## src/design/can_card_pkg.sv

```systemverilog
package can_card_pkg;

	localparam int PORT_NUM = 4;
	localparam int PORT_W = $clog2(PORT_NUM);
	localparam int DATA_W = 16;
	localparam int BIT_CYCLES = 8;
	localparam int FRAME_BITS = DATA_W + 2; // Start, data, end
	localparam int TICK_W = $clog2(BIT_CYCLES);
	localparam int BITCNT_W = $clog2(FRAME_BITS);
	localparam logic [TICK_W-1:0] LAST_TICK = TICK_W'(BIT_CYCLES - 1);
	localparam logic [BITCNT_W-1:0] LAST_BIT = BITCNT_W'(FRAME_BITS - 1);
	localparam int RST_HOLD = 16;
	localparam int RST_CNT_W = $clog2(RST_HOLD);
	localparam int TEC_W = 8;
	localparam int TEC_ERR_STEP = 8;
	localparam int BUS_OFF_LIMIT = 32;

	localparam logic [1:0] REG_CTRL = 2'd0;
	localparam logic [1:0] REG_STATUS = 2'd1;
	localparam logic [1:0] REG_TXDATA = 2'd2;
	localparam logic [1:0] REG_RXDATA = 2'd3;

	localparam logic [1:0] RESP_OKAY = 2'b00;
	localparam logic [1:0] RESP_SLVERR = 2'b10;

	typedef struct packed {
		logic [31:0] addr;
	} axil_aw_t;

	typedef struct packed {
		logic [31:0] data;
		logic [3:0] strb;
	} axil_w_t;

	typedef struct packed {
		logic [31:0] data;
		logic [1:0] resp;
	} axil_r_t;

	typedef struct packed {
		logic write;
		logic [1:0] offset;
		logic [31:0] wdata;
	} reg_req_t;

endpackage

```

## src/design/reset_sync.sv

```systemverilog
`timescale 1ns/1ps

module reset_sync import can_card_pkg::*; (
	input logic aclk,
	input logic rstni,
	output logic rstn_sync_o
);

	logic [RST_CNT_W-1:0] hold_q;

	always_ff @(posedge aclk or negedge rstni) begin
		if (!rstni) begin
			hold_q <= '0;
			rstn_sync_o <= 1'b0;
		end else if (hold_q != RST_CNT_W'(RST_HOLD - 1)) begin
			hold_q <= hold_q + 1'b1;
		end else begin
			rstn_sync_o <= 1'b1; // Counter saturated, release
		end
	end

endmodule

```

## src/design/axil_reg_bridge.sv

```systemverilog
`timescale 1ns/1ps

module axil_reg_bridge import can_card_pkg::*; (
	input logic aclk,
	input logic rstni,

	input logic awvalid_i,
	input axil_aw_t aw_i,
	output logic awready_o,

	input logic wvalid_i,
	input axil_w_t w_i,
	output logic wready_o,

	output logic bvalid_o,
	output logic [1:0] bresp_o,
	input logic bready_i,

	input logic arvalid_i,
	input logic [31:0] araddr_i,
	output logic arready_o,

	output logic rvalid_o,
	output axil_r_t r_o,
	input logic rready_i,

	output logic [PORT_NUM-1:0] sel_o,
	output reg_req_t req_o,
	input logic [PORT_NUM-1:0][31:0] rdata_i
);

	logic pending;
	logic wr_acc;
	logic rd_acc;
	logic [31:0] acc_addr;
	logic mapped;
	logic [PORT_W-1:0] port_idx;

	assign pending = bvalid_o | rvalid_o;
	assign wr_acc = awvalid_i & wvalid_i & ~pending;
	assign rd_acc = arvalid_i & ~pending & ~wr_acc; // Write wins

	assign awready_o = wr_acc;
	assign wready_o = wr_acc;
	assign arready_o = rd_acc;

	assign acc_addr = wr_acc ? aw_i.addr : araddr_i;
	assign mapped = acc_addr < 32'(PORT_NUM * 16);
	assign port_idx = acc_addr[PORT_W+3:4];

	always_comb begin
		sel_o = '0;
		if ((wr_acc || rd_acc) && mapped)
			sel_o[port_idx] = 1'b1;
		req_o.write = wr_acc;
		req_o.offset = acc_addr[3:2];
		// Lanes without strobe are written as zero
		for (int b = 0; b < 4; b++)
			req_o.wdata[8*b +: 8] = w_i.strb[b] ? w_i.data[8*b +: 8] : 8'h00;
	end

	always_ff @(posedge aclk or negedge rstni) begin
		if (!rstni) begin
			bvalid_o <= 1'b0;
			rvalid_o <= 1'b0;
		end else begin
			if (wr_acc)
				bvalid_o <= 1'b1;
			else if (bready_i)
				bvalid_o <= 1'b0;
			if (rd_acc)
				rvalid_o <= 1'b1;
			else if (rready_i)
				rvalid_o <= 1'b0;
		end
	end

	always_ff @(posedge aclk) begin
		if (wr_acc)
			bresp_o <= mapped ? RESP_OKAY : RESP_SLVERR;
		if (rd_acc) begin
			r_o.data <= mapped ? rdata_i[port_idx] : 32'h0;
			r_o.resp <= mapped ? RESP_OKAY : RESP_SLVERR;
		end
	end

	// An accepted access holds off the next one until its response leaves
	a_one_in_flight: assert property (@(posedge aclk) disable iff (!rstni)
		(awready_o || arready_o) |=> (bvalid_o || rvalid_o) && !awready_o && !arready_o);

endmodule

```

## src/design/can_frame_tx.sv

```systemverilog
`timescale 1ns/1ps

module can_frame_tx import can_card_pkg::*; (
	input logic aclk,
	input logic rstni,
	input logic start_i,
	input logic [DATA_W-1:0] data_i,
	input logic enable_i,
	input logic rx_i,
	output logic tx_o,
	output logic busy_o,
	output logic done_o,
	output logic err_o
);

	logic [FRAME_BITS-1:0] shift_q;
	logic [TICK_W-1:0] tick_q;
	logic [BITCNT_W-1:0] bit_q;
	logic load;
	logic sample;

	assign load = !busy_o && start_i && enable_i;
	assign sample = busy_o && enable_i && tick_q == LAST_TICK;
	assign tx_o = (busy_o && enable_i) ? shift_q[FRAME_BITS-1] : 1'b1;

	always_ff @(posedge aclk or negedge rstni) begin
		if (!rstni) begin
			busy_o <= 1'b0;
			done_o <= 1'b0;
			err_o <= 1'b0;
			tick_q <= '0;
			bit_q <= '0;
		end else begin
			done_o <= 1'b0;
			err_o <= 1'b0;
			if (load) begin
				busy_o <= 1'b1;
				tick_q <= '0;
				bit_q <= '0;
			end else if (busy_o && !enable_i) begin
				busy_o <= 1'b0; // Aborted
			end else if (sample) begin
				tick_q <= '0;
				if (rx_i != tx_o) begin
					busy_o <= 1'b0; // Bit monitor mismatch
					err_o <= 1'b1;
				end else if (bit_q == LAST_BIT) begin
					busy_o <= 1'b0;
					done_o <= 1'b1;
				end else begin
					bit_q <= bit_q + 1'b1;
				end
			end else if (busy_o) begin
				tick_q <= tick_q + 1'b1;
			end
		end
	end

	always_ff @(posedge aclk) begin
		if (load)
			shift_q <= {1'b0, data_i, 1'b1}; // MSB first
		else if (sample)
			shift_q <= {shift_q[FRAME_BITS-2:0], 1'b1};
	end

endmodule

```

## src/design/can_frame_rx.sv

```systemverilog
`timescale 1ns/1ps

module can_frame_rx import can_card_pkg::*; (
	input logic aclk,
	input logic rstni,
	input logic rx_i,
	output logic valid_o,
	output logic [DATA_W-1:0] data_o
);

	logic rx_prev_q;
	logic active_q;
	logic [TICK_W-1:0] tick_q;
	logic [BITCNT_W-1:0] bit_q;
	logic [DATA_W-1:0] shift_q;
	logic sample;

	assign sample = active_q && tick_q == LAST_TICK;
	assign data_o = shift_q;

	always_ff @(posedge aclk or negedge rstni) begin
		if (!rstni) begin
			rx_prev_q <= 1'b1;
			active_q <= 1'b0;
			tick_q <= '0;
			bit_q <= '0;
			valid_o <= 1'b0;
		end else begin
			rx_prev_q <= rx_i;
			valid_o <= 1'b0;
			if (!active_q) begin
				if (rx_prev_q && !rx_i) begin
					active_q <= 1'b1;
					tick_q <= TICK_W'(1); // Edge cycle is tick 0
					bit_q <= '0;
				end
			end else if (sample) begin
				tick_q <= '0;
				if (bit_q == '0 && rx_i) begin
					active_q <= 1'b0; // Glitch, no start bit
				end else if (bit_q == LAST_BIT) begin
					active_q <= 1'b0;
					valid_o <= rx_i; // Dominant end bit drops the frame
				end else begin
					bit_q <= bit_q + 1'b1;
				end
			end else begin
				tick_q <= tick_q + 1'b1;
			end
		end
	end

	always_ff @(posedge aclk) begin
		if (sample && bit_q != '0 && bit_q != LAST_BIT)
			shift_q <= {shift_q[DATA_W-2:0], rx_i};
	end

endmodule

```

## src/design/can_port.sv

```systemverilog
`timescale 1ns/1ps

module can_port import can_card_pkg::*; (
	input logic aclk,
	input logic rstni,
	input logic sel_i,
	input reg_req_t req_i,
	output logic [31:0] rdata_o,
	input logic rx_i,
	output logic tx_o,
	output logic bus_off_o,
	output logic irq_o
);

	logic [1:0] ctrl_q; // Tx irq enable, rx irq enable
	logic rx_full_q;
	logic tx_done_q;
	logic [DATA_W-1:0] rx_buf_q;
	logic [TEC_W-1:0] tec_q;
	logic ctrl_wr;
	logic status_wr;
	logic tx_start;
	logic rx_rd;
	logic tx_busy;
	logic tx_done;
	logic tx_err;
	logic rx_valid;
	logic [DATA_W-1:0] rx_data;

	assign ctrl_wr = sel_i && req_i.write && req_i.offset == REG_CTRL;
	assign status_wr = sel_i && req_i.write && req_i.offset == REG_STATUS;
	assign tx_start = sel_i && req_i.write && req_i.offset == REG_TXDATA && !tx_busy && !bus_off_o;
	assign rx_rd = sel_i && !req_i.write && req_i.offset == REG_RXDATA;
	assign bus_off_o = tec_q >= TEC_W'(BUS_OFF_LIMIT);
	assign irq_o = (rx_full_q & ctrl_q[0]) | (tx_done_q & ctrl_q[1]);

	always_comb begin
		rdata_o = '0;
		case (req_i.offset)
			REG_CTRL: rdata_o[1:0] = ctrl_q;
			REG_STATUS: rdata_o = {16'h0, tec_q, 4'h0, bus_off_o, tx_done_q, rx_full_q, tx_busy};
			REG_RXDATA: rdata_o[DATA_W-1:0] = rx_buf_q;
			default: rdata_o = '0; // TXDATA is write only
		endcase
	end

	always_ff @(posedge aclk or negedge rstni) begin
		if (!rstni) begin
			ctrl_q <= '0;
			rx_full_q <= 1'b0;
			tx_done_q <= 1'b0;
			tec_q <= '0;
		end else begin
			if (ctrl_wr)
				ctrl_q <= req_i.wdata[1:0];
			if (rx_valid)
				rx_full_q <= 1'b1;
			else if (rx_rd)
				rx_full_q <= 1'b0;
			if (tx_done)
				tx_done_q <= 1'b1;
			else if (status_wr && req_i.wdata[2])
				tx_done_q <= 1'b0;
			if (ctrl_wr && req_i.wdata[2])
				tec_q <= '0;
			else if (tx_err)
				tec_q <= tec_q + TEC_W'(TEC_ERR_STEP);
			else if (tx_done && tec_q != '0)
				tec_q <= tec_q - 1'b1;
		end
	end

	always_ff @(posedge aclk) begin
		if (rx_valid)
			rx_buf_q <= rx_data; // Newer frame overwrites
	end

	can_frame_tx can_frame_tx_i (
		.aclk(aclk),
		.rstni(rstni),
		.start_i(tx_start),
		.data_i(req_i.wdata[DATA_W-1:0]),
		.enable_i(!bus_off_o),
		.rx_i(rx_i),
		.tx_o(tx_o),
		.busy_o(tx_busy),
		.done_o(tx_done),
		.err_o(tx_err)
	);

	can_frame_rx can_frame_rx_i (
		.aclk(aclk),
		.rstni(rstni),
		.rx_i(rx_i),
		.valid_o(rx_valid),
		.data_o(rx_data)
	);

	a_off_recessive: assert property (@(posedge aclk) disable iff (!rstni)
		bus_off_o |-> tx_o);

endmodule

```

## src/design/can_card_top.sv

```systemverilog
`timescale 1ns/1ps

module can_card_top import can_card_pkg::*; (
	input logic aclk,
	input logic rstni,

	input logic awvalid_i,
	input axil_aw_t aw_i,
	output logic awready_o,
	input logic wvalid_i,
	input axil_w_t w_i,
	output logic wready_o,
	output logic bvalid_o,
	output logic [1:0] bresp_o,
	input logic bready_i,
	input logic arvalid_i,
	input logic [31:0] araddr_i,
	output logic arready_o,
	output logic rvalid_o,
	output axil_r_t r_o,
	input logic rready_i,

	input logic [PORT_NUM-1:0] rx_i,
	output logic [PORT_NUM-1:0] tx_o,
	output logic [PORT_NUM-1:0] bus_off_o,
	output logic intr_o
);

	logic rstn_sync;
	logic [PORT_NUM-1:0] sel;
	reg_req_t req;
	logic [PORT_NUM-1:0][31:0] rdata;
	logic [PORT_NUM-1:0] irq;

	reset_sync reset_sync_i (
		.aclk(aclk),
		.rstni(rstni),
		.rstn_sync_o(rstn_sync)
	);

	axil_reg_bridge axil_reg_bridge_i (
		.aclk(aclk),
		.rstni(rstn_sync),
		.awvalid_i(awvalid_i),
		.aw_i(aw_i),
		.awready_o(awready_o),
		.wvalid_i(wvalid_i),
		.w_i(w_i),
		.wready_o(wready_o),
		.bvalid_o(bvalid_o),
		.bresp_o(bresp_o),
		.bready_i(bready_i),
		.arvalid_i(arvalid_i),
		.araddr_i(araddr_i),
		.arready_o(arready_o),
		.rvalid_o(rvalid_o),
		.r_o(r_o),
		.rready_i(rready_i),
		.sel_o(sel),
		.req_o(req),
		.rdata_i(rdata)
	);

	generate
		for (genvar i = 0; i < PORT_NUM; i++) begin : g_port
			can_port can_port_i (
				.aclk(aclk),
				.rstni(rstn_sync),
				.sel_i(sel[i]),
				.req_i(req),
				.rdata_o(rdata[i]),
				.rx_i(rx_i[i]),
				.tx_o(tx_o[i]),
				.bus_off_o(bus_off_o[i]),
				.irq_o(irq[i])
			);
		end
	endgenerate

	assign intr_o = |irq; // One line for the host

endmodule

```

## config.mk

```make
export PLATFORM = sky130hd
export DESIGN_NAME = can_card_top
export DESIGN_NICKNAME = d
export VERILOG_FILES = /design/src/design/can_card_pkg.sv /design/src/design/reset_sync.sv /design/src/design/axil_reg_bridge.sv /design/src/design/can_frame_tx.sv /design/src/design/can_frame_rx.sv /design/src/design/can_port.sv /design/src/design/can_card_top.sv
export SDC_FILE = /design/constraint.sdc
export NUM_CORES = 1
export LEC_CHECK = 0
export BUFFER_PORTS_ARGS = -buffer_cell sky130_fd_sc_hd__buf_2
export CAP_MARGIN = 5
export CORE_UTILIZATION = 54
export DETAILED_ROUTE_END_ITERATION = 12
export PLACE_DENSITY = 0.75
export SYNTH_ARGS = -nofsm -noshare
export SYNTH_HDL_FRONTEND = slang
export SYNTH_SLANG_ARGS = --single-unit
```

## constraint.sdc

```tcl
create_clock -name aclk -period 3.96 [get_ports aclk]
set_input_delay 0.198 -clock aclk [delete_from_list [all_inputs] [get_ports aclk]]
set_output_delay 0.198 -clock aclk [all_outputs]
set_load 0.01 [all_outputs]
```

==> results of run 1 <==
-- sequential cells by signal, indices dropped and copies added, names as in the netlist, 12 cells and up --
signal / count
g_port.can_port_i.can_frame_rx_i.bit_q: 20
axil_reg_bridge_i.r_o: 17
g_port.can_port_i.can_frame_tx_i.shift_q: 68
g_port.can_port_i.rx_buf_q: 64
g_port.can_port_i.can_frame_tx_i.tick_q: 12
g_port.can_port_i.can_frame_rx_i.data_o: 64
g_port.can_port_i.can_frame_tx_i.bit_q: 20
g_port.can_port_i.can_frame_rx_i.tick_q: 12
g_port.can_port_i.tec_q: 32
-- routing by layer --
metal / global-route usage, % / part of all wire, % / vias up
li1: - / - / 4999
met1: 31.74 / 43 / 5273
met2: 36.41 / 47 / 376
met3: 4.360 / 7.2 / 68
met4: 7.328 / 2.7 / 0
met5: 0 / 0 / -
-- where the power goes --
part / internal (mW) / switching (mW) / total (mW)
combinational: 0.436 / 0.594 / 1.03
clock: 2.16 / 1.46 / 3.62
sequential: 4.33 / 0.258 / 4.59
-- final cells by class --
cell class	count	area share (%)
clock buffer	49	5.590
clock inverter	23	1.240
inverter	49	0.9814
multi-input combinational	833	31.97
sequential	357	52.86
tap	390	2.586
timing repair buffer	156	4.775
-- Yosys cell counts (15+ instances only) --
cell type  number  area [µm²]
buf_4          28       210.2
nor2_1        117       439.2
xnor2_1        29       254.0
ha_1           53       663.1
nand4_1        28       175.2
nand2b_1       15       93.84
and2_1         24       150.1
dfrtp_1       139        3478
mux2i_1        58       580.6
nor4_1         20       125.1
nand2_1        67       251.5
xor2_1         32       280.3
edfxtp_1      210        6306
nor3_1         21       105.1
o22ai_1        22       137.6
a21oi_1        28       140.1
a211oi_1       16       120.1
inv_1          47       176.4
o21ai_0        39       195.2
nand3_1        18       90.09
mux2_2         65       732.0
clkbuf_1       23       86.33
-- cells by family after synthesis --
group	count (synthesis)	share of synthesized area [%]
AO/OA/AOI/OAI	175	6.950
XOR/XNOR	61	3.236
adder cells (fa/ha/maj)	53	4.017
buffers and inverters	118	3.517
flip-flops	357	60.39
multiplexers	138	9.247
other	1	0.02272
AND/OR/NAND/NOR	388	12.62
-- worst max path at each step --
stage                                           from                                              end  slack (ns)  cells after the start
final                     axil_reg_bridge_i.bvalid_o  g_port[0].can_port_i.can_frame_tx_i.shift_q[15]        0.70                      5
after global placement    axil_reg_bridge_i.bvalid_o   g_port[0].can_port_i.can_frame_tx_i.shift_q[6]        0.75                      6
after detailed placement  axil_reg_bridge_i.bvalid_o   g_port[0].can_port_i.can_frame_tx_i.shift_q[6]        0.65                      5
after floorplan           axil_reg_bridge_i.rvalid_o                   g_port[1].can_port_i.rx_full_q       -0.13                      4
after global routing      axil_reg_bridge_i.bvalid_o   g_port[0].can_port_i.can_frame_tx_i.shift_q[2]        0.47                      5
after CTS                 axil_reg_bridge_i.bvalid_o   g_port[0].can_port_i.can_frame_tx_i.shift_q[2]        0.65                      5
-- per-stage QoR --
stage               TNS (ns)  instances  cell area (µm²)
finish                     0       1857            18870
floorplan            -0.1309       1308            16570
CTS                        0       1857            18870
global route               0       1857            18870
global placement           0       1778            17510
detailed placement         0       1778            17510
-- timing repair --
| action | CTS | global route |
|---|---|---|
| hold buffers | 7 | 0 |
| hold endpoints to repair | 14 | 0 |
| buffers inserted | 0 | 0 |
==> reports/qor.txt, run 1 <==
Total power - 9.237 mW
CP required - 4.11 ns
Area of the multi-input gates - 0.006032 mm²
Fmax achieved - 306.6 MHz
Final core utilization - 63.16%
Clock Latency Late Sink - 0.53 ns
Count of different cell masters after synthesis - 66
Port Buf Inserts - 120
Die width - 176.8 µm
CTS buffer count - 39
Routed WL - 34810 µm
Fill cells - 2282
Antenna viol nets, final - 0
Vias in the first global route - 10440
CTS sink count - 357
Total number of vias - 10720
Final nets - 1600
Ys flop type - edfxtp_1
Clock slew at reported path FFs - 0.06 ns
RSZ-0062 raised after global routing - no
PD cells - 489.5 mW/mm²
Site Rows - 63
Hpwl dp - 24330 µm
Initial antenna violation count - 0
Register Area - 0.009973 mm²
Setup Skew - 0.01687 ns
Slew Limit Fails - 0
Type of the worst setup path - reg2reg
Worst setup margin - 0.6985 ns
Die H - 176.8 µm
Number of synthesized flops with an enable pin - 210
Kind of start point of the critical path - register
Share of layout cells above drive strength 1 - 20.59%
Commonest non-fill, non-tap cell in the layout - edfxtp_1
Gr ovfl total - 0
FFs w/ async S/R, synth - 40.06%
Setup WS pre-CTS - 0.6475 ns
Max incr delay on CP - 0.62 ns
H-tree lvl count - 2
Worst vdd rail ir drop - 358.7 µV
Layout area overhead - 14.29%
Slowest CP cell - or3b_1
DR pass1 iterations - 5
Yosys Warn Count - 0
Synth Area per Inst - 12.79 µm²
Core area - 0.02987 mm²
R2R depth - 5
Die footprint - 0.03127 mm²
Worst-path fanout max - 16
Worst path bufs/invs - 0
Min cycle time layout - 3.261 ns
Final antenna diode count - 0
Starting density of the core - 55.26%
Crit path capture type - register
Slew margin rel. - 39.58%
Worst hold slack - 0.01350 ns
Final Hold Fails - 0
Final-report setup violation count - 0
Root Driver - clkbuf_16
Post-CTS sizing - 0
Drt drc - 0
Routed length per instance - 18.74 µm
Arrival time worst endpoint - 3.41 ns
FF+latch count, synth - 357
DR vias/cell - 5.771
Placer congestion estimate - 0.8490
Status - completed
Leak - 7.388 nW
First-pass GRT wire length - 55680 µm
Pin count of the biggest net entering global routing - 77
R2R setup slack - 0.70 ns
Synth Instances - 1291
Total GRT Usage - 22.87%
1st-iter DRT viols - 896
Sequential area share after synthesis - 60.39%
Reg-to-reg endpoint - g_port[0].can_port_i.can_frame_tx_i.shift_q[15]
Hold Crit Class - in2async
Final period util - 82.36%
Top delay family on crit path - simple AND/OR/NAND/NOR gates
Clock Path Buffers - 3
CTS tree - built
Most frequent cells in the layout - edfxtp_1 (210), dfrtp_1 (138), buf_2 (120)
I/O pin cnt - 161
Slew @ Worst Pin - 0.9062 ns
Post-Syn Area - 0.01651 mm²
Maximum Capacitance Violations - 0
RR Startpoint - axil_reg_bridge_i.bvalid_o
Critical path cell sequence - nand4bb_1 > mux2i_1 > or3b_1 > or4_1 > nand2_1
Note: power is estimated with default switching activity, not from simulation.
==> inputs of run 2 (changes only) <==
ABC_AREA = 1   (was not set)
CORE_UTILIZATION = 55   (was 54)
PLACE_DENSITY = 0.73   (was 0.75)
clock period = 3.2 ns   (was 3.96 ns; I/O delays follow)
==> run 2 against run 1 <==
  * Global-route usage up 1.3 points
  * Critical endpoint is now g_port[3].can_port_i.can_frame_tx_i.shift_q[9]
  * Clock power up 15%
  * Sequential share of layout area up 0.30 points
  * Register-to-register slack worse by 0.14 ns
  * Largest cell class unchanged
==> reports/qor.txt, run 2 <==
Status - completed (unchanged)
Total GRT Usage - 24.21% (was 22.87%)
Crit path top cell by count - nor2_2
I/O pin cnt - 161 (unchanged)
DR pass1 iterations - 5 (unchanged)
Site Rows - 62 (was 63)
Clock Path Buffers - 3 (unchanged)
Share of layout cells above drive strength 1 - 14.40% (was 20.59%)
Clock slew at reported path FFs - 0.06 ns (about the same)
Commonest non-fill, non-tap cell in the layout - nand2_1 (was edfxtp_1)
Final core utilization - 64.49% (was 63.16%)
Slew margin rel. - 35.10% (was 39.58%)
Setup TNS - 0 ns (unchanged)
Ys flop type - edfxtp_1 (unchanged)
Die footprint - 0.03063 mm² (was 0.03127 mm²)
Starting density of the core - 56.58% (was 55.26%)
Final Hold Fails - 0 (unchanged)
Synth Instances - 1613 (was 1291)
Final-report setup violation count - 0 (unchanged)
Setup bufs post-CTS - 0 (unchanged)
Crit path capture type - register (unchanged)
Setup Skew - 0.03433 ns (was 0.01687 ns)
Critical path cell sequence - nor2_2 > nand2_2 > nor2_2 > nand2_1 > nor2_2 > nor2_2 > nor2_4 > nand4_2 > inv_1 > nor2_1 > inv_1 > buf_4 (was nand4bb_1 > mux2i_1 > or3b_1 > or4_1 > nand2_1)
Total number of vias - 11890 (was 10720)
Post-synth top cells - nand2_1 (384), edfxtp_1 (210), inv_1 (146), nor2_1 (140), dfrtp_1 (139) (was edfxtp_1 (210), dfrtp_1 (139), nor2_1 (117), nand2_1 (67), mux2_2 (65))
Finished Cell Area - 0.01876 mm² (was 0.01887 mm²)
Most frequent cells in the layout - nand2_1 (384), edfxtp_1 (210), inv_1 (146) (was edfxtp_1 (210), dfrtp_1 (138), buf_2 (120))
Synth area leader - edfxtp_1 (unchanged)
Placer congestion estimate - 0.9161 (was 0.8490)
Clock Latency Late Sink - 0.53 ns (about the same)
Synth Area per Inst - 10.21 µm² (was 12.79 µm²)
CTS sink count - 357 (unchanged)
Count of different cell masters after synthesis - 51 (was 66)
RSZ-0062 raised after global routing - no (unchanged)
Top cell type's share of synthesized area - 38.31% (was 38.20%)
Post-Syn Area - 0.01646 mm² (was 0.01651 mm²)
Maximum Capacitance Violations - 0 (unchanged)
Root Driver - clkbuf_16 (unchanged)
Drt drc - 0 (unchanged)
Number of synthesized flops with an enable pin - 210 (unchanged)
Hpwl dp - 25600 µm (was 24330 µm)
Min cycle time layout - 2.638 ns (was 3.261 ns)
Synth area leaders - edfxtp_1 (38%), dfrtp_1 (21%), nand2_1 (8.8%) (was edfxtp_1 (38%), dfrtp_1 (21%), mux2_2 (4.4%))
Reg with most FFs - g_port.can_port_i.can_frame_tx_i.shift_q (unchanged)
Routed length per instance - 16.81 µm (was 18.74 µm)
Placed insts - 2100 (was 1778)
Type of the worst setup path - reg2reg (unchanged)
Die width - 175 µm (was 176.8 µm)
Slew @ Worst Pin - 0.9736 ns (was 0.9062 ns)
Fmax achieved - 379.1 MHz (was 306.6 MHz)
Worst hold slack - 0.08559 ns (was 0.01350 ns)
Layout area overhead - 13.97% (was 14.29%)
PD cells - 596.5 mW/mm² (was 489.5 mW/mm²)
1st-iter DRT viols - 1177 (was 896)
CTS buffer count - 37 (was 39)
Total power - 11.19 mW (was 9.237 mW)
Setup WS pre-CTS - 0.5640 ns (was 0.6475 ns)
Largest register FFs - 68 (unchanged)
H-tree lvl count - 2 (unchanged)
Die H - 175 µm (was 176.8 µm)
Routed WL - 36590 µm (was 34810 µm)
Pin count of the biggest net entering global routing - 57 (was 77)
Antenna viol nets, final - 0 (unchanged)
Kind of start point of the critical path - register (unchanged)
First-pass GRT wire length - 57990 µm (was 55680 µm)
Worst vdd rail ir drop - 507.9 µV (was 358.7 µV)
Worst-path fanout max - 12 (was 16)
Final antenna diode count - 0 (unchanged)
Worst setup margin - 0.5622 ns (was 0.6985 ns)
Slowest CP cell - dfrtp_1 (was or3b_1)
Max incr delay on CP - 0.39 ns (was 0.62 ns)
Port Buf Inserts - 120 (unchanged)
Slew Limit Fails - 0 (unchanged)
Sequential area share after synthesis - 60.57% (was 60.39%)
DP Area - 0.01748 mm² (was 0.01751 mm²)
Hold Crit Class - in2reg (was in2async)
Initial antenna violation count - 1 (was 0)
CTS tree - built (unchanged)
Final nets - 1928 (was 1600)
Vias in the first global route - 11070 (was 10440)
FF+latch count, synth - 357 (unchanged)
Yosys Warn Count - 0 (unchanged)
Gr ovfl total - 0 (unchanged)
Non-filler instance count after layout - 2176 (was 1857)
Leak - 8.048 nW (was 7.388 nW)
Arrival time worst endpoint - 2.86 ns (was 3.41 ns)
CP required - 3.42 ns (was 4.11 ns)
DR vias/cell - 5.464 (was 5.771)
Top-count cell post-synth - nand2_1 (was edfxtp_1)
Core area - 0.02909 mm² (was 0.02987 mm²)
Final period util - 82.43% (was 82.36%)
FFs w/ async S/R, synth - 40.06% (unchanged)
-- run 2: cell count changes after synthesis, moves of 15 or more --
cell | previous run | this run
and2_1 | 24 | 0
inv_1 | 47 | 146
mux2_2 | 65 | 2
mux2i_1 | 58 | 1
nand2_1 | 67 | 384
nand2b_1 | 15 | 0
nand3_1 | 18 | 79
nor2_1 | 117 | 140
nor4_1 | 20 | 2
o21ai_0 | 39 | 95
o21ai_1 | 0 | 45
o22ai_1 | 22 | 2
xnor2_1 | 29 | 3
-- run 2: logic make-up (layout without fill, tap and decap cells) --
family	count (synthesis)	in the layout	synth area share, %
AOI/OAI and AO/OA	251	251	9.152
DFF	357	357	60.57
adders and majority gates	53	53	4.029
other	1	18	0.02278
xor gates and xnor gates	49	49	2.607
and+or+nand+nor	682	682	17.47
muxes	3	3	0.1976
buffers and inverters	217	379	5.959
-- run 2: layout make-up --
class	instances	area, µm²
timing repair buffer	158	958.4
multi-input combinational	1056	5577
inverter	154	578.1
tap	384	480.5
fill	2295	10330
clock buffer	42	997.2
sequential	357	9973
clock inverter	25	196.4
-- run 2: path summary, 6_finish.rpt --
kind | startpoint | end | slack [ns] | depth (start not counted)
max | axil_reg_bridge_i.rvalid_o | g_port[3].can_port_i.can_frame_tx_i.shift_q[9] | 0.56 | 12
min | w_i[8] | g_port[3].can_port_i.can_frame_tx_i.shift_q[5] | 0.09 | 3
max reg2reg | axil_reg_bridge_i.rvalid_o | g_port[3].can_port_i.can_frame_tx_i.shift_q[9] | 0.56 | 12
min reg2reg | reset_sync_i.rstn_sync_o | g_port[1].can_port_i.tec_q[6] | 0.32 | 0
max in group asynchronous | reset_sync_i.rstn_sync_o | g_port[3].can_port_i.can_frame_tx_i.tick_q[0] | 2.15 | 1
min in group asynchronous | reset_sync_i.rstn_sync_o | g_port[1].can_port_i.tec_q[6] | 0.32 | 0
-- run 2: critical path, delay by kind of cell (launching register included) --
family	cells	cell delay (ns)
buffers and inverters	3	0.71
and+or+nand+nor	9	1.21
DFF	1	0.39
-- run 2: timing repair --
action,CTS,global route
resized for setup,0,0
hold buffers,9,0
endpoints found under the hold margin,16,0
-- run 2: metal layers --
layer / GRT usage [%] / vias up / wire length (µm)
met5: 0 / - / 0
met4: 5.688 / 0 / 591
met3: 4.003 / 46 / 2576
met2: 39.22 / 410 / 17190
met1: 34.33 / 5714 / 16230
li1: - / 5720 / -
-- run 2: report_power, final --
group | switching, mW | total [mW] | internal, mW
Sequential | 0.254 | 5.62 | 5.37
Combinational | 0.865 | 1.39 | 0.526
Clock | 1.76 | 4.18 | 2.41
